$ cat src/logic/backend_defs.svh
`ifndef BACKEND_DEFS_SVH
`define BACKEND_DEFS_SVH

// ------------------------------
// Datapath widths
// ------------------------------
`define DATA_W     8
`define ADDR_W     16
`define VADDR_W    12
`define VDATA_W    128
`define REG_IDX_W  5

// ------------------------------
// Memory depths
// ------------------------------
`define DMEM_DEPTH 256   // Indexed by the low byte of operand A.
`define VMEM_DEPTH 64    // Indexed by the low 6 bits of the vector address.

`endif

$ cat src/logic/backend_pkg.sv
`default_nettype none

`include "backend_defs.svh"

package backend_pkg;

   // ------------------------------
   // Encodings
   // ------------------------------
   typedef enum logic [3:0] {
      op_nop     = 4'd0,
      op_add     = 4'd1,
      op_sub     = 4'd2,
      op_and     = 4'd3,
      op_or      = 4'd4,
      op_xor     = 4'd5,
      op_shl     = 4'd6,
      op_shr     = 4'd7,
      op_pass_b  = 4'd8,
      op_load    = 4'd9,
      op_store   = 4'd10,
      op_vload   = 4'd11,
      op_vstore  = 4'd12
   } opcode_t;

   typedef enum logic [1:0] {
      wb_alu  = 2'd0,
      wb_load = 2'd1   // Codes 2 and 3 are reserved and read as the ALU.
   } wb_sel_t;

   // ------------------------------
   // Stage bundles
   // ------------------------------
   typedef struct packed {
      logic                    valid;
      opcode_t                 opcode;
      logic [`REG_IDX_W-1:0]   rd;
      logic [`ADDR_W-1:0]      src_a;
      logic [`DATA_W-1:0]      src_b;
      logic [`VADDR_W-1:0]     vector_address;
      logic [`VDATA_W-1:0]     vector_data;
   } issue_t;

   typedef struct packed {
      logic                    wre;
      logic                    vector_wre;
      logic                    write_memory_enable;
      logic                    vector_write_enable;
      wb_sel_t                 wb_sel;
      logic [`REG_IDX_W-1:0]   rd;
      logic [`DATA_W-1:0]      alu_result;
      logic [`ADDR_W-1:0]      src_a;
      logic [`DATA_W-1:0]      src_b;
      logic [`VADDR_W-1:0]     vector_address;
      logic [`VDATA_W-1:0]     vector_data;
   } ex_mem_t;

   typedef struct packed {
      logic                    wre;
      logic                    vector_wre;
      logic [`REG_IDX_W-1:0]   rd;
      logic [`DATA_W-1:0]      data;
      logic [`VDATA_W-1:0]     vector_data;
   } wb_t;

endpackage

`default_nettype wire

$ cat src/logic/execute_memory_register.sv
`timescale 1ns/1ns
`default_nettype none

module execute_memory_register (
   input  logic                 clk,
   input  logic                 reset,
   input  backend_pkg::ex_mem_t ex,
   output backend_pkg::ex_mem_t mem
);

   // Clearing the whole bundle keeps a stale store from reaching memory.
   always_ff @(posedge clk) begin
      if (reset) begin
         mem <= '0;
      end else begin
         mem <= ex;
      end
   end

endmodule

`default_nettype wire

$ cat config.mk
export PLATFORM = sky130hd
export DESIGN_NAME = execute_memory_register
export DESIGN_NICKNAME = d
export VERILOG_FILES = /design/src/logic/backend_pkg.sv /design/src/logic/execute_memory_register.sv
export VERILOG_INCLUDE_DIRS = /design/src /design/src/logic
export SDC_FILE = /design/constraint.sdc
export NUM_CORES = 1
export LEC_CHECK = 0
export ABC_CLOCK_PERIOD_IN_PS = 900
export BUFFER_PORTS_ARGS = -buffer_cell sky130_fd_sc_hd__buf_2
export CORE_AREA = 4 4 139 141
export CTS_CLUSTER_SIZE = 25
export DETAILED_ROUTE_END_ITERATION = 8
export DIE_AREA = 0 0 143 145
export MAX_ROUTING_LAYER = met4
export SLEW_MARGIN = 15
export SYNTH_ARGS = -nofsm -noshare
export SYNTH_HDL_FRONTEND = slang
export SYNTH_SLANG_ARGS = --single-unit
$ cat constraint.sdc
create_clock -name clk -period 0.9 [get_ports clk]
set_clock_uncertainty 0.2 [all_clocks]
set_input_delay 0.045 -clock clk [delete_from_list [all_inputs] [get_ports clk]]
set_output_delay 0.045 -clock clk [all_outputs]
set_load 0.03 [all_outputs]
After elaboration in Yosys (flattened, before gate mapping)
Index checks and enable logic that the tools add are counted.

Input port bits: 185. Output and inout port bits: 183. Logic and storage cells: 11. Register bits: 183.

Logic depth before layout (Yosys ltp)
Word-level depth: 0. Gate-level depth with buffers: 3. Gate-level depth less buffers: 1.

Worst setup path before layout
No wires, ideal clock.

Kind: input-to-reg. From: in reset. To: reg mem[101] (netlist name). Data required time: 0.582 ns. Path buffers: 2. Slack: 0.159 ns. Cell stages on the path: 3. Arrival: 0.423 ns. Library setup time: 0.118 ns. Path through: buf_2 > buf_2 > nor2b_1.

RTL lines: start: declaration (line execute_memory_register.sv:6) `input logic reset,`; end signal: assignment (line execute_memory_register.sv:14) `mem <= '0;`; end signal: assignment (line execute_memory_register.sv:16) `mem <= ex;`; end: declaration (line execute_memory_register.sv:8) `output backend_pkg::ex_mem_t mem`.

No word-level cell between the ends.

Worst setup path in the final report
From: reg mem[27] (netlist name). To: out mem[27] (netlist name).

No word-level cell between the ends.

==> flow_summary.ini <==
[power]
power_per_cell_area_nw_per_um2 = 1800
p_sw_w = 0.00498
p_int_w = 0.0145
p_comb_frac = 0.175
power_frac_clock = 0.371
irDropWorstVdd_mv = 1.46
swShare = 0.256
p_seq_frac = 0.455
fin_total_pwr_w = 0.0195
total_leakage_power_nw = 4.89

[yosys]
synth.yosys.seq_area_share = 0.747
mappedNetlistArea_sq_um = 4910
synth_compound_gate_area_share = 0
synth-warning-count = 0
synth-xor-area-share = 0
count_of_unique_library_cells_instantiated_by_yosys = 4
adder_cell_fraction_of_synth_area = 0
yosys-mux-area-fraction = 0
yosys_register_bits = 183
syn-num-nets = 571
combinational_family_with_the_most_area_after_synthesis = simple AND/OR/NAND/NOR gates
syn-mean-instance-area_sq_um = 12.7
synthesis.instances = 386
simple_gate_fraction_of_synth_area = 0.233

[final_layout]
layout_fillers = 1264
layout_top_registers = mem (183)
post_route_standard_cell_area_excluding_fillers_sq_um = 10800
synthToLayoutAreaGrowth_pct = 120
most_common_library_cell_in_the_layout_ignoring_fill_and_taps = buf_6
num-nets-final = 1127
final_layout_size_suffix_gt1_frac = 0.615
largest_register = mem
largest_register_ffs = 183
core_occupancy_in_the_finished_layout = 0.602
layout.cells.most_common_list = 184 x buf_6, 183 x nor2b_1, 183 x dlygate4sd3_1, 183 x buf_2, 183 x dfxtp_2

[setup_path]
critical_path_arrival_ns = 0.90
path_delay_family = flip-flops
cp_max_fo = 1
crit_path_start_kind = register
path_class = register to output pin
critical-path-max-stage-delay_ns = 0.35
critical_path.n_buffers_inverters = 1
cpMaxStageDelayCell = dfxtp_2
cp-end-kind = output pin
timing.critical_path.required_ns = 0.65
critical_path.cell_chain = buf_6

[clock_network]
cts-htree-levels = 4
clk_pin_slew_ns = 0.07
tritoncts_clock_tree = built
cts_made_buffers = 17
cts-root-buf = clkbuf_16
cts_hold_repair.buffers = 183
cts.sink_count = 183
clockBufferDepth = 2

[detailed_routing]
vias_per_cell = 3.94
route.detailed.drc = 0
drtAntennaViolNets = 0
firstDrtPassIters = 4
drt-wirelength-per-cell_um = 15.8
drtIter0Drc = 148
postRouteWirelength_um = 18800
route.vias.total = 4671

[outcome]
status = finished, violations left
failing_checks = hold timing, setup timing

[floorplanning]
num_io_pins = 368
die_area_sq_um = 20700
floorplan.core_area_sq_um = 18000
floorplan.rows = 49
die_w_um = 143
die_y_um = 145
initial_utilization = 0.273

[run]
maximum_capacitance_violations = 0

[timing]
max_freq_mhz = 875
slew-limit-headroom = 0.839
timing_worst_slew_pin_value_ns = 0.241
worst_slack_ns = -0.242
finalMaxSlewViolations = 0
hold_ws_ns = -0.194
rsz0062_at_grt = true
report.final.setup_viol = 183
timing_hold_violations_final = 183
setup_tns_ns = -37.84
fin_crit_sh = 1.27
period_minus_ws_final_ns = 1.14

[grt]
grt_max_degree = 55
global_route.usage.total = 0.179
grt_remaining_overflow = 0
first_global_vias = 5290
grt_antenna_before_repair = 1
wire_length_of_the_first_global_routing_pass_um = 28000

[place]
gp_congestion = 0.791
hpwlAfterDp_um = 11300
port-buffer-count = 367
placed_area_sq_um = 7030

[min_path]
hp-class = input port to register
final timing paths:
kind                    start       end  slack, ns  cells past startpoint
worst min-delay path    reset  mem[114]      -0.19                      3
worst max-delay path  mem[27]   mem[27]      -0.24                      1
per-layer routing:
metal | global-route usage | vias to the layer above | wire length [um]
li1 | - | 2269 | -
met1 | 0.187 | 2138 | 7050
met2 | 0.321 | 243 | 9850
met5 | - | - | 0
met4 | 0.0542 | 0 | 316
met3 | 0.0530 | 21 | 1550
through the flow:
stage / cells / setup WS (ns)
final: 1185 / -0.242
after global routing: 1185 / -0.283
after floorplan: 386 / 0.159
after detailed placement: 969 / 0.0477
after CTS: 1184 / -0.270
after global placement: 969 / 0.0542
layout make-up:
cell class                 count  area (sq um)  share of cell area
timing repair buffer         557          4910               0.454
sequential                   183          3890               0.360
multi-input combinational    183          1140               0.106
clock buffer                  21           460              0.0426
tap                          229           287              0.0265
clock inverter                11           114              0.0105
antenna                        1          2.50            0.000231
cell usage after synthesis (all sizes together):
master,count,share of area
dfxtp,183,0.75
clkbuf,1,0.00076
buf,19,0.019
nor2b,183,0.23
logic make-up after synthesis:
group / after synthesis
simple gates: 183
flops: 183
buf+inv: 20
power by group through the flow:
stage / Combinational [W] / Clock [W] / Sequential (W)
after floorplan: 0.000379 / 0 / 0.00972
after global placement: 0.00220 / 0 / 0.00881
after detailed placement: 0.00221 / 0 / 0.00881
after CTS: 0.00336 / 0.00741 / 0.00882
after global routing: 0.00357 / 0.00776 / 0.00887
final: 0.00340 / 0.00721 / 0.00884
what timing repair did:
action | in CTS | in global routing
hold endpoints to repair | 183 | 183
setup buffers | 0 | 0
setup endpoints to repair | 183 | 183
resized for setup | 549 | 0
No activity file was read; power rests on OpenSTA's default activity.
