File: src/logic/backend_defs.svh
`ifndef BACKEND_DEFS_SVH
`define BACKEND_DEFS_SVH

// ------------------------------
// Datapath widths
// ------------------------------
`define DATA_W     8
`define ADDR_W     16
`define VADDR_W    12
`define VDATA_W    128
`define REG_IDX_W  5

// ------------------------------
// Memory depths
// ------------------------------
`define DMEM_DEPTH 256   // Indexed by the low byte of operand A.
`define VMEM_DEPTH 64    // Indexed by the low 6 bits of the vector address.

`endif

File: src/logic/backend_pkg.sv
`default_nettype none

`include "backend_defs.svh"

package backend_pkg;

   // ------------------------------
   // Encodings
   // ------------------------------
   typedef enum logic [3:0] {
      op_nop     = 4'd0,
      op_add     = 4'd1,
      op_sub     = 4'd2,
      op_and     = 4'd3,
      op_or      = 4'd4,
      op_xor     = 4'd5,
      op_shl     = 4'd6,
      op_shr     = 4'd7,
      op_pass_b  = 4'd8,
      op_load    = 4'd9,
      op_store   = 4'd10,
      op_vload   = 4'd11,
      op_vstore  = 4'd12
   } opcode_t;

   typedef enum logic [1:0] {
      wb_alu  = 2'd0,
      wb_load = 2'd1   // Codes 2 and 3 are reserved and read as the ALU.
   } wb_sel_t;

   // ------------------------------
   // Stage bundles
   // ------------------------------
   typedef struct packed {
      logic                    valid;
      opcode_t                 opcode;
      logic [`REG_IDX_W-1:0]   rd;
      logic [`ADDR_W-1:0]      src_a;
      logic [`DATA_W-1:0]      src_b;
      logic [`VADDR_W-1:0]     vector_address;
      logic [`VDATA_W-1:0]     vector_data;
   } issue_t;

   typedef struct packed {
      logic                    wre;
      logic                    vector_wre;
      logic                    write_memory_enable;
      logic                    vector_write_enable;
      wb_sel_t                 wb_sel;
      logic [`REG_IDX_W-1:0]   rd;
      logic [`DATA_W-1:0]      alu_result;
      logic [`ADDR_W-1:0]      src_a;
      logic [`DATA_W-1:0]      src_b;
      logic [`VADDR_W-1:0]     vector_address;
      logic [`VDATA_W-1:0]     vector_data;
   } ex_mem_t;

   typedef struct packed {
      logic                    wre;
      logic                    vector_wre;
      logic [`REG_IDX_W-1:0]   rd;
      logic [`DATA_W-1:0]      data;
      logic [`VDATA_W-1:0]     vector_data;
   } wb_t;

endpackage

`default_nettype wire

File: src/logic/execute_stage.sv
`timescale 1ns/1ns
`default_nettype none

`include "backend_defs.svh"

module execute_stage (
   input  backend_pkg::issue_t  issue,
   output backend_pkg::ex_mem_t ex
);

   logic [`DATA_W-1:0] alu_a;
   logic [`DATA_W-1:0] alu_b;
   logic [`DATA_W-1:0] alu_result;
   logic [2:0]         shift_amount;

   assign alu_a        = issue.src_a[`DATA_W-1:0];   // The ALU only sees the low byte of A.
   assign alu_b        = issue.src_b;
   assign shift_amount = alu_b[2:0];

   // ------------------------------
   // ALU
   // ------------------------------
   always_comb begin
      case (issue.opcode)
         backend_pkg::op_add:    alu_result = alu_a + alu_b;
         backend_pkg::op_sub:    alu_result = alu_a - alu_b;
         backend_pkg::op_and:    alu_result = alu_a & alu_b;
         backend_pkg::op_or:     alu_result = alu_a | alu_b;
         backend_pkg::op_xor:    alu_result = alu_a ^ alu_b;
         backend_pkg::op_shl:    alu_result = alu_a << shift_amount;
         backend_pkg::op_shr:    alu_result = alu_a >> shift_amount;
         backend_pkg::op_pass_b: alu_result = alu_b;
         default:                alu_result = '0;
      endcase
   end

   // ------------------------------
   // Decode
   // ------------------------------
   always_comb begin
      ex.wre                 = 1'b0;
      ex.vector_wre          = 1'b0;
      ex.write_memory_enable = 1'b0;
      ex.vector_write_enable = 1'b0;
      ex.wb_sel              = backend_pkg::wb_alu;
      ex.rd                  = issue.rd;
      ex.alu_result          = alu_result;
      ex.src_a               = issue.src_a;
      ex.src_b               = issue.src_b;
      ex.vector_address      = issue.vector_address;
      ex.vector_data         = issue.vector_data;

      if (issue.valid) begin   // A bubble leaves every control low.
         case (issue.opcode)
            backend_pkg::op_add,
            backend_pkg::op_sub,
            backend_pkg::op_and,
            backend_pkg::op_or,
            backend_pkg::op_xor,
            backend_pkg::op_shl,
            backend_pkg::op_shr,
            backend_pkg::op_pass_b: begin
               ex.wre = 1'b1;
            end
            backend_pkg::op_load: begin
               ex.wre    = 1'b1;
               ex.wb_sel = backend_pkg::wb_load;
            end
            backend_pkg::op_store: begin
               ex.write_memory_enable = 1'b1;
            end
            backend_pkg::op_vload: begin
               ex.vector_wre = 1'b1;
            end
            backend_pkg::op_vstore: begin
               ex.vector_write_enable = 1'b1;
            end
            default: begin
               ex.wre = 1'b0;   // No-op and unused codes do nothing.
            end
         endcase
      end
   end

endmodule

`default_nettype wire

File: config.mk
export PLATFORM = sky130hd
export DESIGN_NAME = execute_stage
export DESIGN_NICKNAME = d
export VERILOG_FILES = /design/src/logic/backend_pkg.sv /design/src/logic/execute_stage.sv
export VERILOG_INCLUDE_DIRS = /design/src /design/src/logic
export SDC_FILE = /design/constraint.sdc
export NUM_CORES = 1
export LEC_CHECK = 0
export BUFFER_PORTS_ARGS = -buffer_cell sky130_fd_sc_hd__buf_2
export CAP_MARGIN = 20
export CORE_AREA = 2 2 139 141
export DETAILED_ROUTE_END_ITERATION = 6
export DIE_AREA = 0 0 141 143
export PLACE_DENSITY = 0.42
export SLEW_MARGIN = 20
export SYNTH_ARGS = -nofsm -noshare
export SYNTH_HDL_FRONTEND = slang
export SYNTH_SLANG_ARGS = --single-unit
File: constraint.sdc
create_clock -name vclk -period 3
set_input_delay 0.15 -clock vclk [all_inputs]
set_output_delay 0.15 -clock vclk [all_outputs]
set_load 0.05 [all_outputs]
After elaboration in Yosys (flattened, before gate mapping)

Cells that the tools add are included.

Add/subtract/negate cells: 2
Equal/unequal tests: 12
Shift-type cells: 2
Multiplexer cells: 7
Bitwise operators: 3
Reductions and logical operators: 1

Operators by type and width:

| cell                                                             | count |
|---|---|
| 8-bit one-hot mux with 8 select lines                            | 1 |
| 4-bit == test (second input constant)                            | 5 |
| 4-bit by 3-bit == test with 1-bit output (second input constant) | 4 |
| 9-bit OR reduction                                               | 1 |
| 8-bit adder                                                      | 1 |
| 8-bit AND                                                        | 1 |
| 4-bit by 2-bit == test with 1-bit output (second input constant) | 2 |
| 8-bit OR                                                         | 1 |
| 8-bit by 3-bit left shift with 8-bit output                      | 1 |
| 8-bit by 3-bit >> shifter with 8-bit output                      | 1 |
| 8-bit subtractor                                                 | 1 |
| 8-bit bitwise XOR                                                | 1 |
| 6-bit two-way mux                                                | 1 |
| 1-bit two-way mux                                                | 5 |
| 4-bit by 1-bit == test with 1-bit output (second input constant) | 1 |

Register bits after elaboration: 0
Bits of input ports: 174
Output and inout port bits: 183
Logic and storage cells: 27

Depth between registers and ports, before layout

Gate-level depths: netlist (run 1).

Depth after elaboration: 4
Mapped depth: 11
Mapped depth without buffers: 10

Least setup slack after synthesis (run 1)

No wires, ideal clock.

Path kind: input to output
Start point: in issue[171] (netlist name)
End point: out ex[170] (netlist name)
Arrival: 3.155 ns
Required time: 2.850 ns
Slack: -0.305 ns
Cell stages on the path: 9
Path buffers: 1
Cells stage by stage: buf_6 -> nor4b_4 -> mux2_2 -> fa_1 -> nor2b_1 -> o31a_1 -> o21a_1 -> nor3_1 -> o31ai_1

RTL lines:

| element            | RTL line           | source |
|---|---|---|
| start: declaration | execute_stage.sv:7 | `input backend_pkg::issue_t issue,` |
| end: declaration   | execute_stage.sv:8 | `output backend_pkg::ex_mem_t ex` |

==> flow_results.xml, run 1 <==
<?xml version="1.0" encoding="UTF-8"?>
<metrics>
  <group name="critical_path">
    <metric name="worst_ep_required_time" unit="ns">2.85</metric>
    <metric name="critical_path_arrival" unit="ns">2.70</metric>
    <metric name="crit_type" unit="">in2out</metric>
    <metric name="cp-end-kind" unit="">output pin</metric>
    <metric name="worst-path-buf-inv" unit="">3</metric>
    <metric name="critPathMostFrequentCell" unit="">buf_2</metric>
    <metric name="timing.critical_path.fanout_max" unit="">3</metric>
    <metric name="critical_path.cell_chain" unit="">buf_2 -&gt; nor4b_4 -&gt; mux2_2 -&gt; fa_1 -&gt; nor2b_1 -&gt; buf_4 -&gt; o21ai_0 -&gt; a211oi_1 -&gt; or4_1 -&gt; buf_2</metric>
    <metric name="cpMaxStageDelayCell" unit="">mux2_2</metric>
    <metric name="largest_delay_share_family_worst_path" unit="">simple AND/OR/NAND/NOR gates</metric>
    <metric name="worst_path_largest_cell_delay" unit="ns">0.41</metric>
    <metric name="start_kind" unit="">input pin</metric>
  </group>
  <group name="die">
    <metric name="std_cell_rows" unit="">50</metric>
    <metric name="die_h" unit="microns">143</metric>
    <metric name="die_area" unit="sq um">20200</metric>
    <metric name="initial_utilization" unit="%">16.1</metric>
    <metric name="core" unit="sq um">18600</metric>
    <metric name="die_width" unit="microns">141</metric>
    <metric name="ioPinCount" unit="">357</metric>
  </group>
  <group name="yosys">
    <metric name="synth_area_in_xor_xnor" unit="%">3.18</metric>
    <metric name="synthesis.nets" unit="">597</metric>
    <metric name="syn_area_per_cell" unit="sq um">7.53</metric>
    <metric name="synth.yosys.seq_area_share" unit="%">0</metric>
    <metric name="largest_family_of_logic_cells_by_synthesized_area" unit="">buffers and inverters</metric>
    <metric name="yosys.cell_types.count" unit="">57</metric>
    <metric name="yosys.area_share.adder" unit="%">11.1</metric>
    <metric name="number_of_warnings_reported_in_the_yosys_synthesis_log" unit="">0</metric>
    <metric name="muxShareOfSynthArea" unit="%">8.75</metric>
    <metric name="synthCells" unit="">397</metric>
    <metric name="basic_gate_share_of_the_synthesized_area_counting_and_or_nand_and_nor_cells" unit="%">12.6</metric>
    <metric name="mappedNetlistArea" unit="sq um">2990</metric>
    <metric name="synthesized_area_fraction_occupied_by_ao_oa_aoi_and_oai_cells" unit="%">16.2</metric>
  </group>
  <group name="place">
    <metric name="detailedPlacementHpwl" unit="microns">7070</metric>
    <metric name="routabilityCongestion" unit="">0.879</metric>
    <metric name="port-buffer-count" unit="">50</metric>
    <metric name="placed_cells" unit="">510</metric>
  </group>
  <group name="timing">
    <metric name="slew_viol_final" unit="">0</metric>
    <metric name="unrepaired_setup_endpoints_after_global_routing" unit="">false</metric>
    <metric name="final.setup.tns" unit="ns">0</metric>
    <metric name="layout_worst_path_cycle_share" unit="%">95.0</metric>
    <metric name="final.min_clock_period" unit="ns">2.85</metric>
    <metric name="hold_violations" unit="">0</metric>
    <metric name="timing.final.setup_violations" unit="">0</metric>
    <metric name="fmax" unit="GHz">0.351</metric>
    <metric name="max-slew-margin-rel" unit="%">56.3</metric>
    <metric name="worst_pin_slew" unit="ns">0.652</metric>
  </group>
  <group name="flow_run">
    <metric name="cap_violations" unit="">0</metric>
  </group>
  <group name="pwr">
    <metric name="ir_drop" unit="uV">49.0</metric>
    <metric name="power.share.combinational" unit="%">100.0</metric>
    <metric name="seqPwrFrac" unit="%">0</metric>
    <metric name="clkPwrFrac" unit="%">0</metric>
    <metric name="power_per_cell_area" unit="nW/um^2">197</metric>
    <metric name="p_int" unit="uW">154</metric>
    <metric name="switching_power_summed_over_all_nets" unit="uW">296</metric>
    <metric name="leakage" unit="uW">0.00101</metric>
    <metric name="switching_share" unit="%">65.8</metric>
  </group>
  <group name="global_route">
    <metric name="number_of_global_route_vias_before_repair" unit="">2092</metric>
    <metric name="global_route.usage.total" unit="%">8.05</metric>
    <metric name="grt_antenna_before_repair" unit="">0</metric>
    <metric name="grt_start_max_net_pins" unit="">21</metric>
    <metric name="grt_first_pass_wirelength" unit="microns">12700</metric>
    <metric name="grt_remaining_overflow" unit="">0</metric>
  </group>
  <group name="layout">
    <metric name="fillerInstances" unit="">2142</metric>
    <metric name="highest_count_cells_in_the_layout_ignoring_fill_and_taps" unit="">50 x buf_2, 25 x ha_1, 23 x nand2_1</metric>
    <metric name="multi_input_gate_area" unit="sq um">1560</metric>
    <metric name="sequential_cell_area" unit="sq um">0</metric>
    <metric name="finish.cell_count_without_fillers" unit="">510</metric>
    <metric name="antennaDiodeCount" unit="">0</metric>
    <metric name="clock_buffer_count" unit="">0</metric>
    <metric name="layout-drive-gt1-share" unit="%">30.1</metric>
    <metric name="area_growth_syn_to_layout" unit="%">-23.7</metric>
    <metric name="nets" unit="">478</metric>
    <metric name="mostFrequentLayoutCell" unit="">buf_2</metric>
    <metric name="n_sequential_cell" unit="">0</metric>
  </group>
  <group name="drt">
    <metric name="drt-total-wl" unit="microns">8660</metric>
    <metric name="viasPerCell" unit="">4.19</metric>
    <metric name="dr_total_vias" unit="">2137</metric>
    <metric name="first_drt_iteration_drcs" unit="">165</metric>
    <metric name="post_detailed_route_count_of_antenna_violating_nets" unit="">0</metric>
    <metric name="drt_drc_violations_left" unit="">0</metric>
    <metric name="drt-wirelength-per-cell" unit="microns">17.0</metric>
    <metric name="firstDrtPassIters" unit="">4</metric>
  </group>
  <group name="clock_tree">
    <metric name="cts_setup_buffers" unit="">0</metric>
    <metric name="holdBufCountCts" unit="">0</metric>
    <metric name="post_cts_resize_count" unit="">0</metric>
  </group>
  <group name="status">
    <metric name="outcome" unit="">finished, final reports clean</metric>
  </group>
  <group name="min_path">
    <metric name="min-delay-path-class" unit="">in2out</metric>
  </group>
</metrics>
-- layer usage --
layer / routed length [microns] / GRT usage, %
met2: 4000 / 13.6
met1: 3730 / 10.4
met5: 0 / 0
met3: 604 / 1.11
met4: 333 / 3.21
-- final timing paths --
check / start / slack (ns) / to / cells past startpoint
min: issue[105] / 0.30 / ex[105] / 0
max: issue[171] / 0.15 / ex[168] / 10
-- stage by stage --
stage               util, %  hold WS, ns  setup WS, ns  power (uW)  area [sq um]
detailed placement     12.3        0.300         0.144         449          2280
global placement       12.3        0.300         0.205         445          2280
finish                 12.3        0.300         0.151         449          2280
global route           12.3        0.300        0.0133         485          2280
floorplan                 -        0.467         0.111         874          2990
CTS                    12.3        0.300         0.137         451          2280
-- synth_stat cells, types with 3 or more instances --
library cell  count  area (sq um)
o22ai_1           3          18.8
a31oi_1           4          25.0
inv_1            20          75.1
o21a_1            3          22.5
o21ai_0           9          45.0
and3_1            4          25.0
nor3_1            5          25.0
a211oi_1          4          30.0
o211ai_1          5          37.5
clkbuf_1          4          15.0
mux4_2            7           158
nand2b_1          3          18.8
buf_4           171          1280
nor2_1           14          52.6
buf_2             7          35.0
a22oi_1           7          52.6
xnor2_1           7          61.3
a21oi_1          11          55.1
nand2_1          23          86.3
ha_1             25           313
mux2_2            3          33.8
nor2b_1           5          31.3
mux2i_1           7          70.1
-- logic make-up (layout without fill, tap and decap cells) --
logic type                 after synthesis  in the layout
AOI/OAI and AO/OA                       68             68
xor gates and xnor gates                10             10
adders and majority gates               26             26
buffers and inverters                  205             84
muxes                                   17             17
other                                    1              1
and+or+nand+nor                         70             70
-- layout make-up --
| cell class | instances | area share (%) |
|---|---|---|
| Timing Repair Buffer | 64 | 15.6 |
| Multi-Input combinational cell | 192 | 68.3 |
| Inverter | 20 | 3.29 |
| Tap cell | 234 | 12.8 |
-- power by group through the flow --
stage | logic (uW) | clock network (uW) | registers, uW
final | 449 | 0 | 0
after global placement | 445 | 0 | 0
after floorplan | 874 | 0 | 0
after CTS | 451 | 0 | 0
after detailed placement | 449 | 0 | 0
after global routing | 485 | 0 | 0
Power figures use the tool's default switching activity.
==> run 2: changes to the inputs <==
- CORE_AREA: 2 2 139 141 -> 2 2 138 140
- DIE_AREA: 0 0 141 143 -> 0 0 140 142
- PLACE_DENSITY: 0.42 -> 0.43
- clock period: 3 -> 3.4 ns (I/O delays scaled with it)
==> flow_results.xml, run 2 (synthesized netlist as in run 1, its figures left out) <==
<?xml version="1.0" encoding="UTF-8"?>
<metrics>
  <group name="global_route">
    <metric name="grt_antenna_before_repair" unit="">0</metric>
    <metric name="grt_start_max_net_pins" unit="">21</metric>
    <metric name="grt_remaining_overflow" unit="">0</metric>
    <metric name="global_route.usage.total" unit="%">8.58</metric>
    <metric name="grt_first_pass_wirelength" unit="microns">13200</metric>
    <metric name="number_of_global_route_vias_before_repair" unit="">2060</metric>
  </group>
  <group name="die">
    <metric name="die_width" unit="microns">140</metric>
    <metric name="core" unit="sq um">18500</metric>
    <metric name="initial_utilization" unit="%">16.2</metric>
    <metric name="die_h" unit="microns">142</metric>
    <metric name="std_cell_rows" unit="">50</metric>
    <metric name="die_area" unit="sq um">19900</metric>
    <metric name="ioPinCount" unit="">357</metric>
  </group>
  <group name="timing">
    <metric name="final.setup.tns" unit="ns">0</metric>
    <metric name="hold_violations" unit="">0</metric>
    <metric name="fmax" unit="GHz">0.341</metric>
    <metric name="setup_ws" unit="ns">0.470</metric>
    <metric name="timing.final.setup_violations" unit="">0</metric>
    <metric name="layout_worst_path_cycle_share" unit="%">86.2</metric>
    <metric name="worst_pin_slew" unit="ns">0.622</metric>
    <metric name="slew_viol_final" unit="">0</metric>
    <metric name="final.min_clock_period" unit="ns">2.93</metric>
    <metric name="max-slew-margin-rel" unit="%">57.5</metric>
    <metric name="unrepaired_setup_endpoints_after_global_routing" unit="">false</metric>
  </group>
  <group name="drt">
    <metric name="first_drt_iteration_drcs" unit="">132</metric>
    <metric name="dr_total_vias" unit="">2114</metric>
    <metric name="post_detailed_route_count_of_antenna_violating_nets" unit="">0</metric>
    <metric name="firstDrtPassIters" unit="">7</metric>
    <metric name="viasPerCell" unit="">4.17</metric>
    <metric name="drt-wirelength-per-cell" unit="microns">17.9</metric>
    <metric name="drt-total-wl" unit="microns">9080</metric>
    <metric name="drt_drc_violations_left" unit="">25</metric>
  </group>
  <group name="critical_path">
    <metric name="critical_path_arrival" unit="ns">2.76</metric>
    <metric name="cp_num_cells" unit="">9</metric>
    <metric name="timing.critical_path.fanout_max" unit="">2</metric>
    <metric name="start_kind" unit="">input pin</metric>
    <metric name="worstSetupStartpoint" unit="">issue[171]</metric>
    <metric name="cpMaxStageDelayCell" unit="">a2111oi_0</metric>
    <metric name="critical_path.cell_chain" unit="">buf_2 -&gt; nor4b_4 -&gt; mux2_2 -&gt; fa_1 -&gt; nor2b_1 -&gt; a2111oi_0 -&gt; a211oi_1 -&gt; o21ai_0 -&gt; buf_2</metric>
    <metric name="worst_setup_endpoint" unit="">ex[166]</metric>
    <metric name="crit_type" unit="">in2out</metric>
    <metric name="worst_path_largest_cell_delay" unit="ns">0.56</metric>
    <metric name="largest_delay_share_family_worst_path" unit="">compound AO/OA/AOI/OAI gates</metric>
    <metric name="worst-path-buf-inv" unit="">2</metric>
    <metric name="cp-end-kind" unit="">output pin</metric>
    <metric name="critPathMostFrequentCell" unit="">buf_2</metric>
    <metric name="worst_ep_required_time" unit="ns">3.23</metric>
  </group>
  <group name="layout">
    <metric name="n_sequential_cell" unit="">0</metric>
    <metric name="nets" unit="">475</metric>
    <metric name="fin_util" unit="%">12.2</metric>
    <metric name="highest_count_cells_in_the_layout_ignoring_fill_and_taps" unit="">50 x buf_2, 25 x ha_1, 23 x nand2_1</metric>
    <metric name="area_growth_syn_to_layout" unit="%">-24.6</metric>
    <metric name="sequential_cell_area" unit="sq um">0</metric>
    <metric name="mostFrequentLayoutCell" unit="">buf_2</metric>
    <metric name="clock_buffer_count" unit="">0</metric>
    <metric name="antennaDiodeCount" unit="">0</metric>
    <metric name="layout-drive-gt1-share" unit="%">28.9</metric>
  </group>
  <group name="status">
    <metric name="violations" unit="">DRC</metric>
    <metric name="outcome" unit="">finished, violations left</metric>
  </group>
  <group name="flow_run">
    <metric name="cap_violations" unit="">0</metric>
  </group>
  <group name="place">
    <metric name="routabilityCongestion" unit="">0.856</metric>
    <metric name="detailedPlacementHpwl" unit="microns">7490</metric>
    <metric name="port-buffer-count" unit="">50</metric>
    <metric name="placement.setup.worst_slack" unit="ns">0.436</metric>
  </group>
  <group name="pwr">
    <metric name="ir_drop" unit="uV">47.2</metric>
    <metric name="leakage" unit="uW">0.000996</metric>
    <metric name="power_per_cell_area" unit="nW/um^2">169</metric>
  </group>
  <group name="clock_tree">
    <metric name="holdBufCountCts" unit="">0</metric>
    <metric name="cts_setup_buffers" unit="">0</metric>
    <metric name="post_cts_resize_count" unit="">0</metric>
  </group>
  <group name="min_path">
    <metric name="min-delay-path-class" unit="">in2out</metric>
  </group>
</metrics>
run 2: cell types whose count changed in the layout (fill, tap and decap cells not counted), sizes merged:
cell	delta
buf	-3
run 2: worst min path at each step:
stage / from / cells past startpoint / end
global route: issue[136] / 0 / ex[136]
floorplan: issue[0] / 1 / ex[0]
detailed placement: issue[100] / 0 / ex[100]
CTS: issue[100] / 0 / ex[100]
finish: issue[104] / 0 / ex[104]
global placement: issue[100] / 0 / ex[100]
run 2: per-layer routing:
layer / track usage, % / up-vias / share of wire [%]
met5: 0 / - / 0
met4: 4.36 / 0 / 3.4
met3: 1.65 / 44 / 8.4
met2: 14.4 / 142 / 49
met1: 10.5 / 990 / 40
li1: - / 938 / -
run 2: cell type report:
class                           instances  area, sq um
Inverter                               20         75.1
Timing Repair Buffer                   61          333
Fill cell                            2127        16200
Multi-Input combinational cell        192         1550
Tap cell                              234          293
run 2: stage by stage:
step | cell area [sq um] | std cells | hold WS, ns | power, uW
after CTS | 2250 | 507 | 0.340 | 385
after global placement | 2250 | 507 | 0.340 | 382
final | 2250 | 507 | 0.340 | 382
after floorplan | 2990 | 397 | 0.507 | 770
after global routing | 2250 | 507 | 0.340 | 415
after detailed placement | 2250 | 507 | 0.340 | 384
run 2: power breakdown:
| part | switching [uW] | internal [uW] | leakage (uW) | total (uW) |
|---|---|---|---|---|
| clock network | 0 | 0 | 0 | 0 |
| registers | 0 | 0 | 0 | 0 |
| logic | 253 | 129 | 0.000996 | 382 |
==> run 3: changes to the inputs <==
- CORE_AREA: 2 2 138 140 -> 2 2 139 141
- DIE_AREA: 0 0 140 142 -> 0 0 141 143
- PLACE_DENSITY: 0.43 -> 0.42
- clock period: 3.4 -> 2.8 ns (I/O delays scaled with it)
==> flow_results.xml, run 3 (synthesized netlist as in run 1, its figures left out) <==
<?xml version="1.0" encoding="UTF-8"?>
<metrics>
  <group name="status">
    <metric name="outcome" unit="">finished, final reports clean</metric>
  </group>
  <group name="layout">
    <metric name="fillerInstances" unit="">2131</metric>
    <metric name="n_sequential_cell" unit="">0</metric>
    <metric name="sequential_cell_area" unit="sq um">0</metric>
    <metric name="antennaDiodeCount" unit="">0</metric>
    <metric name="clock_buffer_count" unit="">0</metric>
    <metric name="area_growth_syn_to_layout" unit="%">-18.8</metric>
    <metric name="layout-drive-gt1-share" unit="%">34.4</metric>
    <metric name="finish.cell_count_without_fillers" unit="">522</metric>
    <metric name="mostFrequentLayoutCell" unit="">buf_2</metric>
    <metric name="nets" unit="">490</metric>
    <metric name="highest_count_cells_in_the_layout_ignoring_fill_and_taps" unit="">47 x buf_2, 25 x ha_1, 24 x buf_4</metric>
  </group>
  <group name="critical_path">
    <metric name="cp-end-kind" unit="">output pin</metric>
    <metric name="critPathMostFrequentCell" unit="">xnor2_1</metric>
    <metric name="crit_type" unit="">in2out</metric>
    <metric name="timing.critical_path.fanout_max" unit="">4</metric>
    <metric name="start_kind" unit="">input pin</metric>
    <metric name="critical_path.cell_chain" unit="">buf_2 -&gt; nor4b_4 -&gt; buf_4 -&gt; a31oi_1 -&gt; xnor2_1 -&gt; ha_1 -&gt; a21o_1 -&gt; a31o_2 -&gt; a21oi_2 -&gt; xnor2_1 -&gt; a211o_1 -&gt; buf_6</metric>
    <metric name="worst_path_largest_cell_delay" unit="ns">0.42</metric>
    <metric name="critical_path_arrival" unit="ns">2.57</metric>
    <metric name="largest_delay_share_family_worst_path" unit="">compound AO/OA/AOI/OAI gates</metric>
    <metric name="cpMaxStageDelayCell" unit="">nor4b_4</metric>
    <metric name="worst-path-buf-inv" unit="">3</metric>
    <metric name="worst_ep_required_time" unit="ns">2.66</metric>
  </group>
  <group name="timing">
    <metric name="worst_pin_slew" unit="ns">0.525</metric>
    <metric name="max-slew-margin-rel" unit="%">64.9</metric>
    <metric name="slew_viol_final" unit="">0</metric>
    <metric name="fmax" unit="GHz">0.369</metric>
    <metric name="final.min_clock_period" unit="ns">2.71</metric>
    <metric name="setup_ws" unit="ns">0.0894</metric>
    <metric name="unrepaired_setup_endpoints_after_global_routing" unit="">true</metric>
    <metric name="layout_worst_path_cycle_share" unit="%">96.8</metric>
    <metric name="hold_violations" unit="">0</metric>
    <metric name="timing.final.setup_violations" unit="">0</metric>
  </group>
  <group name="die">
    <metric name="die_area" unit="sq um">20200</metric>
    <metric name="die_h" unit="microns">143</metric>
    <metric name="core" unit="sq um">18600</metric>
    <metric name="die_width" unit="microns">141</metric>
    <metric name="initial_utilization" unit="%">16.1</metric>
    <metric name="std_cell_rows" unit="">50</metric>
    <metric name="ioPinCount" unit="">357</metric>
  </group>
  <group name="place">
    <metric name="placed_cells" unit="">520</metric>
    <metric name="detailedPlacementHpwl" unit="microns">7440</metric>
    <metric name="port-buffer-count" unit="">50</metric>
    <metric name="routabilityCongestion" unit="">0.847</metric>
    <metric name="placement.setup.worst_slack" unit="ns">-0.0138</metric>
  </group>
  <group name="drt">
    <metric name="dr_total_vias" unit="">2131</metric>
    <metric name="post_detailed_route_count_of_antenna_violating_nets" unit="">0</metric>
    <metric name="viasPerCell" unit="">4.08</metric>
    <metric name="drt-total-wl" unit="microns">8900</metric>
    <metric name="first_drt_iteration_drcs" unit="">84</metric>
    <metric name="drt-wirelength-per-cell" unit="microns">17.0</metric>
    <metric name="drt_drc_violations_left" unit="">0</metric>
    <metric name="firstDrtPassIters" unit="">4</metric>
  </group>
  <group name="global_route">
    <metric name="grt_start_max_net_pins" unit="">21</metric>
    <metric name="grt_antenna_before_repair" unit="">0</metric>
    <metric name="grt_first_pass_wirelength" unit="microns">13200</metric>
    <metric name="global_route.usage.total" unit="%">8.34</metric>
    <metric name="use_met2" unit="%">13.9</metric>
    <metric name="met1_demand_to_capacity_share_in_global_routing" unit="%">10.3</metric>
    <metric name="grtUsageMet3" unit="%">2.58</metric>
    <metric name="grt_remaining_overflow" unit="">0</metric>
    <metric name="grt_busiest_layer" unit="">met2</metric>
    <metric name="number_of_global_route_vias_before_repair" unit="">2187</metric>
  </group>
  <group name="pwr">
    <metric name="power_per_cell_area" unit="nW/um^2">212</metric>
    <metric name="leakage" unit="uW">0.00108</metric>
    <metric name="ir_drop" unit="uV">52.7</metric>
  </group>
  <group name="min_path">
    <metric name="min-delay-path-class" unit="">in2out</metric>
  </group>
  <group name="flow_run">
    <metric name="cap_violations" unit="">0</metric>
  </group>
</metrics>
## run 3: changes by cell type in the layout (fill, tap and decap cells not counted), moves of 2 or more
cell,before,now
buf_4,11,24
buf_6,0,4
buf_2,50,47
o21ai_0,9,7
## run 3: cell type report
cell class / instances / area [sq um] / area share [%]
multi-input combinational: 192 / 1590 / 65.6
inverter: 20 / 75.1 / 3.09
tap: 234 / 293 / 12.1
timing repair buffer: 76 / 468 / 19.3
## run 3: routing by layer
layer	up-vias	share of wire (%)	routed length [microns]
met5	-	0	0
met2	108	47	4150
li1	968	-	-
met4	0	3.1	279
met3	46	8.9	793
met1	1009	41	3680
## run 3: where the power goes
| group | internal, uW | total, uW | switching [uW] |
|---|---|---|---|
| clock network | 0 | 0 | 0 |
| logic | 191 | 515 | 324 |
| registers | 0 | 0 | 0 |
## run 3: final timing paths
check,slack [ns],cells past startpoint,from,end
hold / removal,0.28,0,issue[161],ex[161]
setup / recovery,0.09,12,issue[172],ex[171]
## run 3: stage by stage
step | cell area (sq um) | hold slack [ns] | power [uW] | TNS, ns | util [%]
after floorplan | 3000 | 0.447 | 937 | -0.0617 | -
final | 2430 | 0.280 | 515 | 0 | 13.1
after detailed placement | 2360 | 0.280 | 494 | -0.0138 | 12.7
after global placement | 2360 | 0.280 | 494 | 0 | 12.7
after global routing | 2430 | 0.280 | 559 | 0 | 13.1
after CTS | 2360 | 0.280 | 498 | 0 | 12.7
## run 3: what timing repair did
action / CTS / global route
setup buffers: 0 / 2
setup endpoints to repair: 1 / 5
resized for setup: 1 / 13
pin swaps: 0 / 2
hold buffers: 0 / 0
